===== config.mk =====
export PLATFORM = sky130hd
export DESIGN_NAME = usb_rx
export DESIGN_NICKNAME = d
export VERILOG_FILES = /design/src/usb_rx_pkg.sv /design/src/usb_rx.sv /design/src/usb_rx_fifo.sv /design/src/usb_rx_line.sv /design/src/usb_rx_rcu.sv /design/src/usb_rx_shift.sv /design/src/usb_rx_timer.sv
export SDC_FILE = /design/constraint.sdc
export NUM_CORES = 1
export LEC_CHECK = 0
export BUFFER_PORTS_ARGS = -buffer_cell sky130_fd_sc_hd__buf_2
export CAP_MARGIN = 20
export CELL_PAD_IN_SITES_DETAIL_PLACEMENT = 0
export CELL_PAD_IN_SITES_GLOBAL_PLACEMENT = 1
export CORE_UTILIZATION = 45
export DETAILED_ROUTE_END_ITERATION = 16
export PLACE_DENSITY = 0.75
export SYNTH_ARGS = -nofsm -noshare
export SYNTH_HDL_FRONTEND = slang
export SYNTH_SLANG_ARGS = --single-unit

===== constraint.sdc =====
create_clock -name clk -period 2.45 [get_ports clk]
set_input_delay 0.1225 -clock clk [delete_from_list [all_inputs] [get_ports clk]]
set_output_delay 0.1225 -clock clk [all_outputs]
set_load 0.01 [all_outputs]

===== src/usb_rx_pkg.sv =====
`default_nettype none

package usb_rx_pkg;

    typedef enum logic [3:0] {
        idle,
        load_sync,
        load_pid,
        token,
        token_endp,
        data_state,
        wait_eop,
        error_state,
        transfer_done
    } rcu_state_t;

    typedef enum logic [2:0] {
        pkt_none,
        pkt_in,
        pkt_out,
        pkt_data,
        pkt_ack,
        pkt_nak,
        pkt_error
    } rx_packet_t;

    // decoded line, one bit lane
    typedef struct packed {
        logic edge_start;
        logic eop;
        logic bit_val;
    } rx_line_t;

    typedef struct packed {
        rx_packet_t packet;
        logic       receiving;
        logic       r_error;
        logic       packet_done;
    } rx_status_t;

    localparam logic [7:0] sync_byte = 8'h01;
    localparam logic [6:0] dev_addr  = 7'h70;
    localparam logic [3:0] dev_endp  = 4'h4;

    // low nibble of the pid byte
    localparam logic [3:0] pid_out   = 4'h1;
    localparam logic [3:0] pid_in    = 4'h9;
    localparam logic [3:0] pid_data0 = 4'h3;
    localparam logic [3:0] pid_data1 = 4'hB;
    localparam logic [3:0] pid_ack   = 4'h2;
    localparam logic [3:0] pid_nak   = 4'hA;

    localparam int clks_per_bit = 8;
    localparam int fifo_depth   = 16;
    localparam int fifo_ptr_w   = 4;

endpackage

`default_nettype wire


===== src/usb_rx.sv =====
`timescale 1ns/1ps
`default_nettype none

module usb_rx (
    input  wire                    clk,
    input  wire                    n_rst,
    input  wire                    d_plus,
    input  wire                    d_minus,
    input  wire                    fifo_read,
    output usb_rx_pkg::rx_status_t status,
    output logic                   store_rx_packet,
    output logic [7:0]             fifo_rdata,
    output logic                   fifo_empty,
    output logic                   fifo_full
);

    usb_rx_pkg::rx_line_t line;
    logic       shift_enable;
    logic       one_byte;
    logic       timer_clear;
    logic       w_enable_buffer;
    logic [7:0] rcv_data;

    usb_rx_line u_line (
        .clk          (clk),
        .n_rst        (n_rst),
        .d_plus       (d_plus),
        .d_minus      (d_minus),
        .shift_enable (shift_enable),
        .receiving    (status.receiving),
        .line         (line)
    );

    usb_rx_timer u_timer (
        .clk          (clk),
        .n_rst        (n_rst),
        .line         (line),
        .timer_clear  (timer_clear),
        .shift_enable (shift_enable),
        .one_byte     (one_byte)
    );

    usb_rx_shift u_shift (
        .clk          (clk),
        .n_rst        (n_rst),
        .line         (line),
        .shift_enable (shift_enable),
        .rcv_data     (rcv_data)
    );

    usb_rx_rcu u_rcu (
        .clk             (clk),
        .n_rst           (n_rst),
        .line            (line),
        .one_byte        (one_byte),
        .rcv_data        (rcv_data),
        .status          (status),
        .w_enable_buffer (w_enable_buffer),
        .store_rx_packet (store_rx_packet),
        .timer_clear     (timer_clear)
    );

    usb_rx_fifo u_fifo (
        .clk             (clk),
        .n_rst           (n_rst),
        .w_enable_buffer (w_enable_buffer),
        .wdata           (rcv_data),
        .fifo_read       (fifo_read),
        .rdata           (fifo_rdata),
        .empty           (fifo_empty),
        .full            (fifo_full)
    );

endmodule

`default_nettype wire


===== src/usb_rx_fifo.sv =====
`timescale 1ns/1ps
`default_nettype none

module usb_rx_fifo (
    input  wire        clk,
    input  wire        n_rst,
    input  wire        w_enable_buffer,
    input  wire  [7:0] wdata,
    input  wire        fifo_read,
    output logic [7:0] rdata,
    output logic       empty,
    output logic       full
);

    logic [7:0] mem [usb_rx_pkg::fifo_depth];
    // top bit is the wrap flag
    logic [usb_rx_pkg::fifo_ptr_w:0] wr_ptr;
    logic [usb_rx_pkg::fifo_ptr_w:0] rd_ptr;
    logic do_write;
    logic do_read;

    assign empty = (wr_ptr == rd_ptr);
    assign full  = (wr_ptr[usb_rx_pkg::fifo_ptr_w-1:0] == rd_ptr[usb_rx_pkg::fifo_ptr_w-1:0])
                && (wr_ptr[usb_rx_pkg::fifo_ptr_w] != rd_ptr[usb_rx_pkg::fifo_ptr_w]);

    // line cannot stall, so a byte into a full buffer is lost
    assign do_write = w_enable_buffer && !full;
    assign do_read  = fifo_read && !empty;

    always_ff @(posedge clk, negedge n_rst) begin
        if (!n_rst) begin
            wr_ptr <= '0;
            rd_ptr <= '0;
        end else begin
            if (do_write) begin
                wr_ptr <= wr_ptr + 1'b1;
            end
            if (do_read) begin
                rd_ptr <= rd_ptr + 1'b1;
            end
        end
    end

    always_ff @(posedge clk) begin
        if (do_write) begin
            mem[wr_ptr[usb_rx_pkg::fifo_ptr_w-1:0]] <= wdata;
        end
    end

    assign rdata = mem[rd_ptr[usb_rx_pkg::fifo_ptr_w-1:0]];

    assert property (@(posedge clk) disable iff (!n_rst) fifo_read |-> !empty)
        else $error("fifo_read while the buffer is empty");

endmodule

`default_nettype wire


===== src/usb_rx_line.sv =====
`timescale 1ns/1ps
`default_nettype none

module usb_rx_line (
    input  wire                  clk,
    input  wire                  n_rst,
    input  wire                  d_plus,
    input  wire                  d_minus,
    input  wire                  shift_enable,
    input  wire                  receiving,
    output usb_rx_pkg::rx_line_t line
);

    logic dp_meta;
    logic dm_meta;
    logic dp_sync;
    logic dm_sync;
    logic dp_last;
    logic dm_last;
    logic level_at_strobe;
    logic was_j;
    logic is_k;

    // two-flop synchronizer, plus one stage of history for the edge
    always_ff @(posedge clk, negedge n_rst) begin
        if (!n_rst) begin
            dp_meta <= 1'b1;
            dm_meta <= 1'b0;
            dp_sync <= 1'b1;
            dm_sync <= 1'b0;
            dp_last <= 1'b1;
            dm_last <= 1'b0;
        end else begin
            dp_meta <= d_plus;
            dm_meta <= d_minus;
            dp_sync <= dp_meta;
            dm_sync <= dm_meta;
            dp_last <= dp_sync;
            dm_last <= dm_sync;
        end
    end

    // level seen at the previous bit strobe, idle line is J
    always_ff @(posedge clk, negedge n_rst) begin
        if (!n_rst) begin
            level_at_strobe <= 1'b1;
        end else if (line.edge_start) begin
            level_at_strobe <= 1'b1;
        end else if (shift_enable) begin
            level_at_strobe <= dp_sync;
        end
    end

    assign was_j = dp_last && !dm_last;
    assign is_k  = !dp_sync && dm_sync;

    assign line.edge_start = was_j && is_k && !receiving;
    assign line.eop        = !dp_sync && !dm_sync;
    // nrzi: no change means a one
    assign line.bit_val    = (dp_sync == level_at_strobe);

endmodule

`default_nettype wire


===== src/usb_rx_rcu.sv =====
`timescale 1ns/1ps
`default_nettype none

module usb_rx_rcu (
    input  wire                    clk,
    input  wire                    n_rst,
    input  usb_rx_pkg::rx_line_t   line,
    input  wire                    one_byte,
    input  wire  [7:0]             rcv_data,
    output usb_rx_pkg::rx_status_t status,
    output logic                   w_enable_buffer,
    output logic                   store_rx_packet,
    output logic                   timer_clear
);

    usb_rx_pkg::rcu_state_t state;
    usb_rx_pkg::rcu_state_t next_state;
    usb_rx_pkg::rx_packet_t packet;
    usb_rx_pkg::rx_packet_t next_packet;
    logic endp_lsb;
    logic next_endp_lsb;
    logic first_write;
    logic next_first_write;
    logic one_byte_d;
    logic byte_done;

    always_ff @(posedge clk, negedge n_rst) begin
        if (!n_rst) begin
            state       <= usb_rx_pkg::idle;
            packet      <= usb_rx_pkg::pkt_none;
            endp_lsb    <= 1'b0;
            first_write <= 1'b0;
            one_byte_d  <= 1'b0;
        end else begin
            state       <= next_state;
            packet      <= next_packet;
            endp_lsb    <= next_endp_lsb;
            first_write <= next_first_write;
            one_byte_d  <= one_byte;
        end
    end

    assign byte_done = one_byte && !one_byte_d;

    always_comb begin
        next_state       = state;
        next_packet      = packet;
        next_endp_lsb    = endp_lsb;
        next_first_write = first_write;
        case (state)
            usb_rx_pkg::idle, usb_rx_pkg::error_state, usb_rx_pkg::transfer_done: begin
                if (line.edge_start) begin
                    next_state  = usb_rx_pkg::load_sync;
                    next_packet = usb_rx_pkg::pkt_none;
                end
            end
            usb_rx_pkg::load_sync: begin
                if (line.eop) begin
                    next_state = usb_rx_pkg::error_state;
                end else if (byte_done) begin
                    if (rcv_data == usb_rx_pkg::sync_byte) begin
                        next_state = usb_rx_pkg::load_pid;
                    end else begin
                        next_state = usb_rx_pkg::error_state;
                    end
                end
            end
            usb_rx_pkg::load_pid: begin
                if (line.eop) begin
                    next_state = usb_rx_pkg::error_state;
                end else if (byte_done) begin
                    case (rcv_data[3:0])
                        usb_rx_pkg::pid_out: begin
                            next_state  = usb_rx_pkg::token;
                            next_packet = usb_rx_pkg::pkt_out;
                        end
                        usb_rx_pkg::pid_in: begin
                            next_state  = usb_rx_pkg::token;
                            next_packet = usb_rx_pkg::pkt_in;
                        end
                        usb_rx_pkg::pid_data0, usb_rx_pkg::pid_data1: begin
                            next_state       = usb_rx_pkg::data_state;
                            next_packet      = usb_rx_pkg::pkt_data;
                            next_first_write = 1'b1;
                        end
                        usb_rx_pkg::pid_ack: begin
                            next_state  = usb_rx_pkg::wait_eop;
                            next_packet = usb_rx_pkg::pkt_ack;
                        end
                        usb_rx_pkg::pid_nak: begin
                            next_state  = usb_rx_pkg::wait_eop;
                            next_packet = usb_rx_pkg::pkt_nak;
                        end
                        default: begin
                            next_state  = usb_rx_pkg::error_state;
                            next_packet = usb_rx_pkg::pkt_error;
                        end
                    endcase
                end
            end
            usb_rx_pkg::token: begin
                if (line.eop) begin
                    next_state = usb_rx_pkg::error_state;
                end else if (byte_done) begin
                    if (rcv_data[6:0] == usb_rx_pkg::dev_addr) begin
                        next_endp_lsb = rcv_data[7];
                        next_state    = usb_rx_pkg::token_endp;
                    end else begin
                        // not our address
                        next_packet = usb_rx_pkg::pkt_none;
                        next_state  = usb_rx_pkg::wait_eop;
                    end
                end
            end
            usb_rx_pkg::token_endp: begin
                if (line.eop) begin
                    next_state = usb_rx_pkg::error_state;
                end else if (byte_done) begin
                    if ({rcv_data[2:0], endp_lsb} != usb_rx_pkg::dev_endp) begin
                        next_packet = usb_rx_pkg::pkt_none;
                    end
                    next_state = usb_rx_pkg::wait_eop;
                end
            end
            usb_rx_pkg::data_state: begin
                if (line.eop) begin
                    // byte-aligned end only
                    if (one_byte) begin
                        next_state = usb_rx_pkg::transfer_done;
                    end else begin
                        next_state = usb_rx_pkg::error_state;
                    end
                end else if (byte_done) begin
                    next_first_write = 1'b0;
                end
            end
            usb_rx_pkg::wait_eop: begin
                if (line.eop) begin
                    next_state = usb_rx_pkg::transfer_done;
                end
            end
            default: begin
                next_state = usb_rx_pkg::idle;
            end
        endcase
    end

    assign status.packet      = packet;
    assign status.receiving   = (state == usb_rx_pkg::load_sync)
                              || (state == usb_rx_pkg::load_pid)
                              || (state == usb_rx_pkg::token)
                              || (state == usb_rx_pkg::token_endp)
                              || (state == usb_rx_pkg::data_state)
                              || (state == usb_rx_pkg::wait_eop);
    assign status.r_error     = (state == usb_rx_pkg::error_state);
    assign status.packet_done = (state == usb_rx_pkg::transfer_done);

    assign w_enable_buffer = (state == usb_rx_pkg::data_state) && byte_done && !line.eop;
    assign store_rx_packet = w_enable_buffer && first_write;
    assign timer_clear     = (state == usb_rx_pkg::transfer_done);

    // an error only ends a packet in progress
    assert property (@(posedge clk) disable iff (!n_rst)
        $rose(status.r_error) |-> $past(status.receiving))
        else $error("r_error rose outside a packet, state %s", state.name());

endmodule

`default_nettype wire


===== src/usb_rx_shift.sv =====
`timescale 1ns/1ps
`default_nettype none

module usb_rx_shift (
    input  wire                  clk,
    input  wire                  n_rst,
    input  usb_rx_pkg::rx_line_t line,
    input  wire                  shift_enable,
    output logic [7:0]           rcv_data
);

    // first bit of the byte walks up to bit 7
    always_ff @(posedge clk, negedge n_rst) begin
        if (!n_rst) begin
            rcv_data <= '0;
        end else if (shift_enable) begin
            rcv_data <= {rcv_data[6:0], line.bit_val};
        end
    end

endmodule

`default_nettype wire


===== src/usb_rx_timer.sv =====
`timescale 1ns/1ps
`default_nettype none

module usb_rx_timer (
    input  wire                  clk,
    input  wire                  n_rst,
    input  usb_rx_pkg::rx_line_t line,
    input  wire                  timer_clear,
    output logic                 shift_enable,
    output logic                 one_byte
);

    logic [$clog2(usb_rx_pkg::clks_per_bit)-1:0] count;
    logic [2:0] bit_cnt;
    logic       active;

    // oversample counter, strobe registered one count ahead of mid-bit
    always_ff @(posedge clk, negedge n_rst) begin
        if (!n_rst) begin
            active       <= 1'b0;
            count        <= '0;
            shift_enable <= 1'b0;
        end else begin
            shift_enable <= 1'b0;
            if (line.edge_start) begin
                active <= 1'b1;
                count  <= '0;
            end else if (timer_clear) begin
                active <= 1'b0;
                count  <= '0;
            end else if (active) begin
                if (count == usb_rx_pkg::clks_per_bit - 1) begin
                    count <= '0;
                end else begin
                    count <= count + 1'b1;
                end
                if (count == (usb_rx_pkg::clks_per_bit / 2) - 2 && !line.eop) begin
                    shift_enable <= 1'b1;
                end
            end
        end
    end

    // bits within the byte
    always_ff @(posedge clk, negedge n_rst) begin
        if (!n_rst) begin
            bit_cnt  <= '0;
            one_byte <= 1'b0;
        end else if (line.edge_start) begin
            bit_cnt  <= '0;
            one_byte <= 1'b0;
        end else if (shift_enable) begin
            bit_cnt  <= bit_cnt + 3'd1;
            one_byte <= (bit_cnt == 3'd7);
        end
    end

    assert property (@(posedge clk) disable iff (!n_rst)
        shift_enable |-> count == (usb_rx_pkg::clks_per_bit / 2) - 1)
        else $error("shift_enable away from mid-bit, count %0d", count);

endmodule

`default_nettype wire

==> flow_metrics.tcl <==
set metrics [dict create \
    status "complete, no violations" \
    critPathCaptureType "output pin" \
    setup_tns_ns 0 \
    clk_path_buf_depth 2 \
    grt_overflow 0 \
    ys_seq_elements 172 \
    grt_antenna_before_repair 0 \
    path_clk_slew_ns 0.06 \
    worstHoldPathType "in2async" \
    dpl_cell_area_sq_um 7820 \
    cts_sinks 172 \
    yosysTopAreaCell "edfxtp_1" \
    gr-usage-all-layers 0.193 \
    start_util 0.467 \
    die_h_microns 128 \
    gp_congestion 0.787 \
    filler_cell_count 1243 \
    numCtsBuffers 17 \
    grt_setup_unrepaired "true" \
    synth_edf_count 128 \
    fin_skew_ns 0.00886 \
    synthArstFlopShare 0.256 \
    ys_warn_count 0 \
    clkLatencyLatePin_ns 0.43 \
    avgSynthCellArea_sq_um 17.3 \
    nets 499 \
    fin_area_sq_um 8560 \
    synth_cell_types 47 \
    hpwlAfterDp_mm 9.37 \
    area.sequential_sq_um 4950 \
    root_buffer "clkbuf_16" \
    min_period_ns 2.43 \
    antenna_cells 0 \
    path_max_fanout 6 \
    vias 3913 \
    maxCapViolations 0 \
    pin_count 22 \
    via_per_inst 5.53 \
    relSlewSlack 0.598 \
    syn2layout_area_growth_pct 18.9 \
    drtIter0Drc 328 \
    grt_pass1_wl_mm 22.5 \
    setup_viol 0 \
    grt_max_degree 45 \
    core_area_sq_um 15400 \
    p_per_area_nw_per_um2 1050 \
    period_share 0.992 \
    mostFrequentLayoutCell "edfxtp_1" \
    final_antenna_net_count 0 \
    worst_slew_pin_slew_ns 0.603 \
    required_ns 2.33 \
    synth.cell_area_sq_um 7200 \
    drv_slew 0 \
    htreeDepth 4 \
    layout_common_cells "edfxtp_1 (128), buf_4 (43), mux4_2 (40), dfrtp_1 (39), nor2_1 (19)" \
    multi_input_area_sq_um 2110 \
    fp.dieW_microns 128 \
    p_leak_nw 3.22 \
    port_buffers 21 \
    die_area_sq_um 16500 \
    routed_wl_mm 14.5 \
    criticalPathCategory "reg2out" \
    wire_per_inst_microns 20.5 \
    netlist.area_leader.share 0.534 \
    synthTopCellsByArea "edfxtp_1 (53%), dfrtp_1 (14%), mux4_2 (13%)" \
    synth-seq-area-share 0.688 \
    syn-num-nets 430 \
    finalHoldViolCount 0 \
    ys.flop_type "edfxtp_1" \
    first_pass_iters 5 \
    startpoint_type "flop" \
    placementRows 45 \
    grt_pass1_vias 4103 \
    ir_drop_uv 492 \
    cts_tree "yes" \
    syn_inst 415 \
    fmax_mhz 411 \
    crit_arrival_ns 2.31 \
    drc 0 \
    drive_gt1_frac 0.334 \
]
-- worst paths after layout --
| kind | end | slack [ns] | from | cells after the start |
|---|---|---|---|---|
| max in group asynchronous | u_line.level_at_strobe | 1.92 | n_rst | 3 |
| worst max register to register | u_fifo.mem[3][1] | 0.27 | u_rcu.state[3] | 7 |
| worst min register to register | u_line.dm_sync | 0.35 | u_line.dm_meta | 0 |
| min in group clk | u_fifo.rd_ptr[0] | 0.14 | fifo_read | 3 |
| worst min-delay path | u_rcu.state[2] | 0.04 | n_rst | 2 |
| worst max-delay path | fifo_rdata[7] | 0.02 | u_fifo.rd_ptr[0] | 5 |
-- what timing repair did --
| item | 4_1_cts | 5_1_grt |
|---|---|---|
| endpoints found under the hold margin | 42 | 0 |
| buffers inserted | 2 | 0 |
| hold buffers | 3 | 0 |
| cloned | 2 | 0 |
| setup endpoints to repair | 8 | 6 |
| resized for setup | 4 | 3 |
-- cell type report --
type	instances	area share
clock inverter	13	0.0168
timing repair buffer	74	0.0735
inverter	8	0.00351
sequential	172	0.578
multi-input combinational	211	0.247
tap	211	0.0308
clock buffer	19	0.0506
-- through the flow --
stage          utilization  cells  worst slack [ns]  power, mW  hold slack, ns
3_3_place_gp         0.507    668             0.287       6.23           0.231
4_1_cts              0.552    707          -0.00414       9.05           0.130
2_1_floorplan            -    415             0.213       5.46          -0.173
6_report             0.555    708            0.0194       9.02          0.0422
3_5_place_dp         0.507    668             0.268       6.26           0.231
5_1_grt              0.555    708           -0.0301       9.43          0.0477
-- power by group --
part | switching, mW | internal [mW]
clock network | 1.10 | 1.51
logic | 1.42 | 1.35
registers | 0.170 | 3.47
-- flip-flops by register name, summed over array words and instances, names as in the netlist, 3 cells and up --
| register | flops |
|---|---|
| u_fifo.mem | 128 |
| u_fifo.rd_ptr | 5 |
| u_fifo.wr_ptr | 5 |
| u_rcu.packet | 3 |
| u_rcu.state | 4 |
| u_shift.rcv_data | 8 |
| u_timer.bit_cnt | 3 |
| u_timer.count | 3 |
-- routing by layer --
| layer | vias to the layer above | wire length (microns) | GRT usage |
|---|---|---|---|
| li1 | 1767 | - | - |
| met2 | 92 | 7470 | 0.323 |
| met5 | - | 0 | 0 |
| met1 | 2029 | 6150 | 0.237 |
| met3 | 25 | 490 | 0.0432 |
| met4 | 0 | 406 | 0.102 |
-- kinds of logic (layout without fill, tap and decap cells) --
logic type / count (synthesis) / after routing / synth area share
AO/OA/AOI/OAI: 35 / 35 / 0.0318
XOR/XNOR: 16 / 16 / 0.0195
adder cells (fa/ha/maj): 10 / 10 / 0.0174
buffers and inverters: 32 / 114 / 0.0198
flip-flops: 172 / 172 / 0.688
multiplexers: 59 / 59 / 0.154
AND/OR/NAND/NOR: 91 / 91 / 0.0700
-- cell usage after synthesis (2+ instances only) --
master / count
nand2b_1: 5
xnor2_1: 9
nand4_1: 4
a211oi_1: 4
nor3_1: 9
and2_1: 4
o21ai_0: 7
a21oi_1: 6
inv_1: 8
dfrtp_1: 40
buf_1: 2
a31oi_1: 5
edfxtp_1: 128
buf_2: 9
or2_2: 3
nand3_1: 4
nor4_1: 5
xor2_1: 7
nor2b_1: 4
nand2_1: 10
mux2i_1: 6
and3_1: 16
mux2_2: 13
ha_1: 10
o21bai_1: 3
nor3b_1: 2
clkbuf_1: 10
mux4_2: 40
buf_4: 3
nor2_1: 19
dfstp_2: 4
-- critical path: stages (launching register included) --
cell     delay (ns)
dfrtp_2        0.46
buf_12         0.15
buf_16         0.13
mux4_2         0.52
mux4_2         0.48
buf_6          0.14
Note: power is estimated with default switching activity, not from simulation.
